<file path="src/source/pio_macros.svh">
`ifndef PIO_MACROS_SVH
`define PIO_MACROS_SVH

// State machines sharing the instruction memory
`define PIO_NUM_SM 4

// Shared instruction words
`define PIO_IMEM_DEPTH 32

// Words per TX or RX FIFO
`define PIO_FIFO_DEPTH 4

`endif

</file>
<file path="src/source/pio_fifo_if.sv">
interface pio_fifo_if;
  logic        push;       // Ignored while full
  logic [31:0] push_data;
  logic        full;
  logic        pull;       // Ignored while empty
  logic [31:0] pull_data;  // Always the head word
  logic        empty;

  modport producer (
    output push, output push_data,
    input  full
  );

  modport consumer (
    output pull,
    input  pull_data, input empty
  );

  modport fifo (
    input  push, input push_data, input pull,
    output full, output pull_data, output empty
  );
endinterface

</file>
<file path="src/source/pio_fifo.sv">
module pio_fifo #(
  parameter int DEPTH = 4
) (
  input  logic     clk,
  input  logic     reset,
  pio_fifo_if.fifo f
);

  localparam int PW = (DEPTH > 1) ? $clog2(DEPTH) : 1;
  localparam int CW = $clog2(DEPTH + 1);

  logic [31:0]   mem [DEPTH];
  logic [PW-1:0] wr_ptr;
  logic [PW-1:0] rd_ptr;
  logic [CW-1:0] count;
  logic          do_push;
  logic          do_pull;

  assign do_push     = f.push && !f.full;
  assign do_pull     = f.pull && !f.empty;
  assign f.full      = (count == CW'(DEPTH));
  assign f.empty     = (count == '0);
  assign f.pull_data = mem[rd_ptr];  // Head word shows without a pull

  always_ff @(posedge clk) begin
    if (do_push) mem[wr_ptr] <= f.push_data;
  end

  always_ff @(posedge clk) begin
    if (reset) begin
      wr_ptr <= '0;
      rd_ptr <= '0;
      count  <= '0;
    end else begin
      if (do_push) wr_ptr <= (wr_ptr == PW'(DEPTH - 1)) ? '0 : wr_ptr + 1'b1;
      if (do_pull) rd_ptr <= (rd_ptr == PW'(DEPTH - 1)) ? '0 : rd_ptr + 1'b1;
      case ({do_push, do_pull})
        2'b10:   count <= count + 1'b1;
        2'b01:   count <= count - 1'b1;
        default: count <= count;  // Both or neither
      endcase
    end
  end

endmodule

</file>
<file path="src/flat_wrapper.sv">
// flat-port wrapper written by rule: the top's interface ports become plain ports
module pio_fifo_flat 
#(
  parameter int DEPTH = 4
)
  (clk, reset, f_push, f_push_data, f_pull, f_full, f_pull_data, f_empty);
  pio_fifo_if f_i ();
  input  logic clk;
  input  logic reset;
  input wire logic [$bits(f_i.push)-1:0] f_push;
  input wire logic [$bits(f_i.push_data)-1:0] f_push_data;
  input wire logic [$bits(f_i.pull)-1:0] f_pull;
  output wire logic [$bits(f_i.full)-1:0] f_full;
  output wire logic [$bits(f_i.pull_data)-1:0] f_pull_data;
  output wire logic [$bits(f_i.empty)-1:0] f_empty;
  assign f_i.push = f_push;
  assign f_i.push_data = f_push_data;
  assign f_i.pull = f_pull;
  assign f_full = f_i.full;
  assign f_pull_data = f_i.pull_data;
  assign f_empty = f_i.empty;
  pio_fifo #(.DEPTH(DEPTH)) u_core (.clk(clk), .reset(reset), .f(f_i));
endmodule
</file>
<file path="config.mk">
export PLATFORM = sky130hd
export DESIGN_NAME = pio_fifo_flat
export DESIGN_NICKNAME = d
export VERILOG_FILES = /design/src/source/pio_macros.svh /design/src/source/pio_fifo_if.sv /design/src/source/pio_fifo.sv /design/src/flat_wrapper.sv
export SDC_FILE = /design/constraint.sdc
export NUM_CORES = 1
export LEC_CHECK = 0
export ABC_CLOCK_PERIOD_IN_PS = 2750
export BUFFER_PORTS_ARGS = -buffer_cell sky130_fd_sc_hd__buf_4
export CAP_MARGIN = 20
export CORE_ASPECT_RATIO = 2
export CORE_MARGIN = 3
export CORE_UTILIZATION = 28
export DETAILED_ROUTE_END_ITERATION = 16
export GPL_TIMING_DRIVEN = 0
export HOLD_SLACK_MARGIN = 0.03
export MAX_ROUTING_LAYER = met4
export SYNTH_ARGS = -nofsm -noshare
export SYNTH_HDL_FRONTEND = slang
export SYNTH_SLANG_ARGS = --single-unit
</file>
<file path="constraint.sdc">
create_clock -name clk -period 2.75 [get_ports clk]
set_input_delay 0.825 -clock clk [delete_from_list [all_inputs] [get_ports clk]]
set_output_delay 0.825 -clock clk [all_outputs]
set_load 0.01 [all_outputs]
</file>
==> run_results.csv <==
group,metric,value,unit
worst_hold_path,hold_depth,2,
critical_path,timing.reg2reg.worst_path_depth,10,
floorplanning,rows,69,
timing,min_period,2.63,ns
cts,post_cts_buffers,0,
synthesis,synthArstFlopShare,0,%
floorplanning,die_w,101,um
cts,ctsHtreeMaxLevel,4,
critical_path,cp_data_arrival_time,1.80,ns
cells_and_area,nNetsFinal,351,
cts,cts_tree,"yes",
timing,rsz0062_at_grt,"no",
critical_path,path_class,"register to primary output",
flow_run,maxCapViolCount,0,
drt,viasPerCell,4.50,
cts,clk_latency,0.41,ns
synthesis,avgSynthCellArea,23.1,um2
pwr,pwr-share-comb,21.8,%
drt,first_pass_iters,4,
cts,clk_pin_slew,0.06,ns
synthesis,yosysSeqAreaShare,78.9,%
critical_path,critPathCaptureType,"primary output",
floorplanning,start_util,28.6,%
synthesis,synth_top_cell_area_share,75.3,%
pwr,swShare,24.7,%
timing,drv_slew,0,
critical_path,path_max_fanout,10,
cells_and_area,fin_cells,534,
pwr,p_sw,1.50,mW
cells_and_area,n_antenna_cell,0,
pwr,p_leak,2.25,nW
cells_and_area,final_layout_size_suffix_gt1_share,45.5,%
cts,cts_max_path_buffers,2,
worst_hold_path,hold_path_class,"register to register",
pwr,power.total,6.06,mW
global_route,grt_pass1_wl,14.8,mm
cells_and_area,final_cell_area,0.00650,mm2
critical_path,crit-reg2reg-capture,"u_core.count[2]",
critical_path,worstPathRequired,1.93,ns
placed_design,place.gp.congestion,0.640,
placed_design,placed_cells,502,
critical_path,r2r_slack,0.25,ns
synthesis,yosysMostFrequentCell,"edfxtp_1",
drt,vias,2401,
critical_path,reg2reg_from,"u_core.count[2]",
timing,hold_viol_final,0,
timing,tightest_slew,0.951,ns
timing,fmax,381,MHz
worst_hold_path,worstHoldEndpoint,"u_core.rd_ptr[0]",
pwr,pwr-share-clk,35.6,%
timing,whs,0.500,ns
drt,drt_iter0_markers,94,
cts,cts-root-buf,"clkbuf_16",
placed_design,dpl-instance-area,0.00588,mm2
placed_design,port_buffers,68,
placed_design,hpwl,6.03,mm
synthesis,netlist_area,0.00510,mm2
pwr,internal-power,4.56,mW
floorplanning,num_io_pins,70,
synthesis,synth_common_cells,"128 x edfxtp_1, 32 x mux4_2, 9 x dfxtp_1",
synthesis,synth_seq_cells,137,
floorplanning,core,0.0179,mm2
cells_and_area,fin_util,36.4,%
cts,cts_buffers,17,
global_route,grt_overflow,0,
global_route,grt_max_degree,33,
synthesis,synth_area_leaders,"edfxtp_1 75%, mux4_2 14%, dfxtp_1 3.5%, ha_1 1.5%, inv_1 0.59%",
timing,fin_skew,0.00677,ns
drt,avgRoutedWirePerCell,17.6,um
pwr,p_per_area,933,mW/mm2
synthesis,synth_top_area_cell,"edfxtp_1",
synthesis,yosysWarningCount,0,
drt,drc,0,
synthesis,ys_types,28,
synthesis,synth_edf_count,128,
pwr,seqPwrFrac,42.5,%
floorplanning,floorplan.die_area,0.0200,mm2
drt,drt-total-wl,9.39,mm
synthesis,synthCells,221,
critical_path,start_kind,"register",
worst_hold_path,hp-start,"u_core.rd_ptr[0]",
timing,relSlewSlack,36.6,%
cts,cts.sinks,137,
timing,finalCritPeriodShare,95.5,%
pwr,ir_worst_vdd,0.440,mV
global_route,grt_usage,10.6,%
floorplanning,die_h,197,um
cells_and_area,syn_to_final_growth,27.3,%
timing,setup_viol,0,
synthesis,syn_nets,264,
synthesis,ys.flop_type,"edfxtp_1",
outcome,status,"finished, final reports clean",
drt,ant_nets,0,
global_route,grt_pass1_vias,2678,
global_route,antenna_found_initial,0,
-- critical path: stages, from the launching register on --
cell and delay [ns]:
dfxtp_1 0.30, clkbuf_4 0.20, buf_8 0.18, mux4_2 0.53, buf_4 0.16
-- worst max-delay path by stage --
| stage | startpoint | to | slack (ns) | depth (start not counted) |
|---|---|---|---|---|
| 3_3_place_gp | f_push | u_core.mem[0][1] | -0.04 | 2 |
| 3_5_place_dp | f_push | u_core.count[2] | 0.17 | 9 |
| 2_1_floorplan | u_core.count[0] | u_core.count[2] | 0.40 | 10 |
| 5_1_grt | register | f_pull_data[22] | 0.0005 | 4 |
| 6_report | register | f_pull_data[22] | 0.12 | 4 |
| 4_1_cts | register | f_pull_data[11] | -0.03 | 4 |
-- metrics by stage --
stage,setup TNS [ns],worst slack [ns]
2_1_floorplan,0,0.395
3_3_place_gp,-1.24,-0.0412
3_5_place_dp,0,0.175
5_1_grt,0,0.000472
4_1_cts,-0.179,-0.0314
6_report,0,0.124
-- routing by layer --
metal	up-vias	global-route usage [%]	wire length [um]
li1	1090	-	-
met1	1254	10.8	3460
met2	45	18.1	5420
met3	12	2.55	281
met4	0	5.92	232
met5	-	-	0
-- state kept, by name (all words and copies together), names as in the netlist, named ones only --
signal	cells
u_core.count	3
u_core.mem	128
u_core.rd_ptr	2
u_core.wr_ptr	2
-- what timing repair did --
action,4_1_cts,5_1_grt
pin swaps,0,0
resized for setup,3,7
hold buffers,0,0
setup endpoints to repair,30,30
-- final cells by class --
cell class	count	area (um2)
Sequential cell	137	4020
Buffer	9	82.6
Inverter	8	30.0
Timing Repair Buffer	68	510
Clock inverter	9	56.3
Multi-Input combinational cell	67	996
Tap cell	213	267
Clock buffer	23	532
Fill cell	1640	11400
-- cell families after synthesis --
family	share of synthesized area, %
buffers and inverters	1.64
DFF	78.9
adders and majority gates	1.86
and+or+nand+nor	1.94
muxes	14.3
AOI/OAI and AO/OA	1.03
xor gates and xnor gates	0.343
-- layout by cell type (no fill, tap or decap), types with 2 or more instances in the layout --
master and count:
edfxtp_1 128, buf_4 68, mux4_2 32, clkbuf_16 20, dfxtp_1 9, inv_1 8, ha_1 6, and3_2 4
nor2_1 4, a21oi_1 4, clkinv_2 4, buf_8 3, buf_2 3, inv_4 3, nor3_1 2, clkbuf_1 2
nand3_1 2, xor2_1 2, clkinv_4 2, clkbuf_8 2
-- power by group through the flow --
stage / Clock (mW) / Sequential, mW / Combinational, mW
floorplan: 0 / 2.60 / 0.781
global placement: 0 / 2.61 / 1.30
detailed placement: 0 / 2.62 / 1.33
CTS: 2.22 / 2.58 / 1.34
global route: 2.31 / 2.60 / 1.45
finish: 2.16 / 2.58 / 1.32
Note: power is estimated with default switching activity, not from simulation.
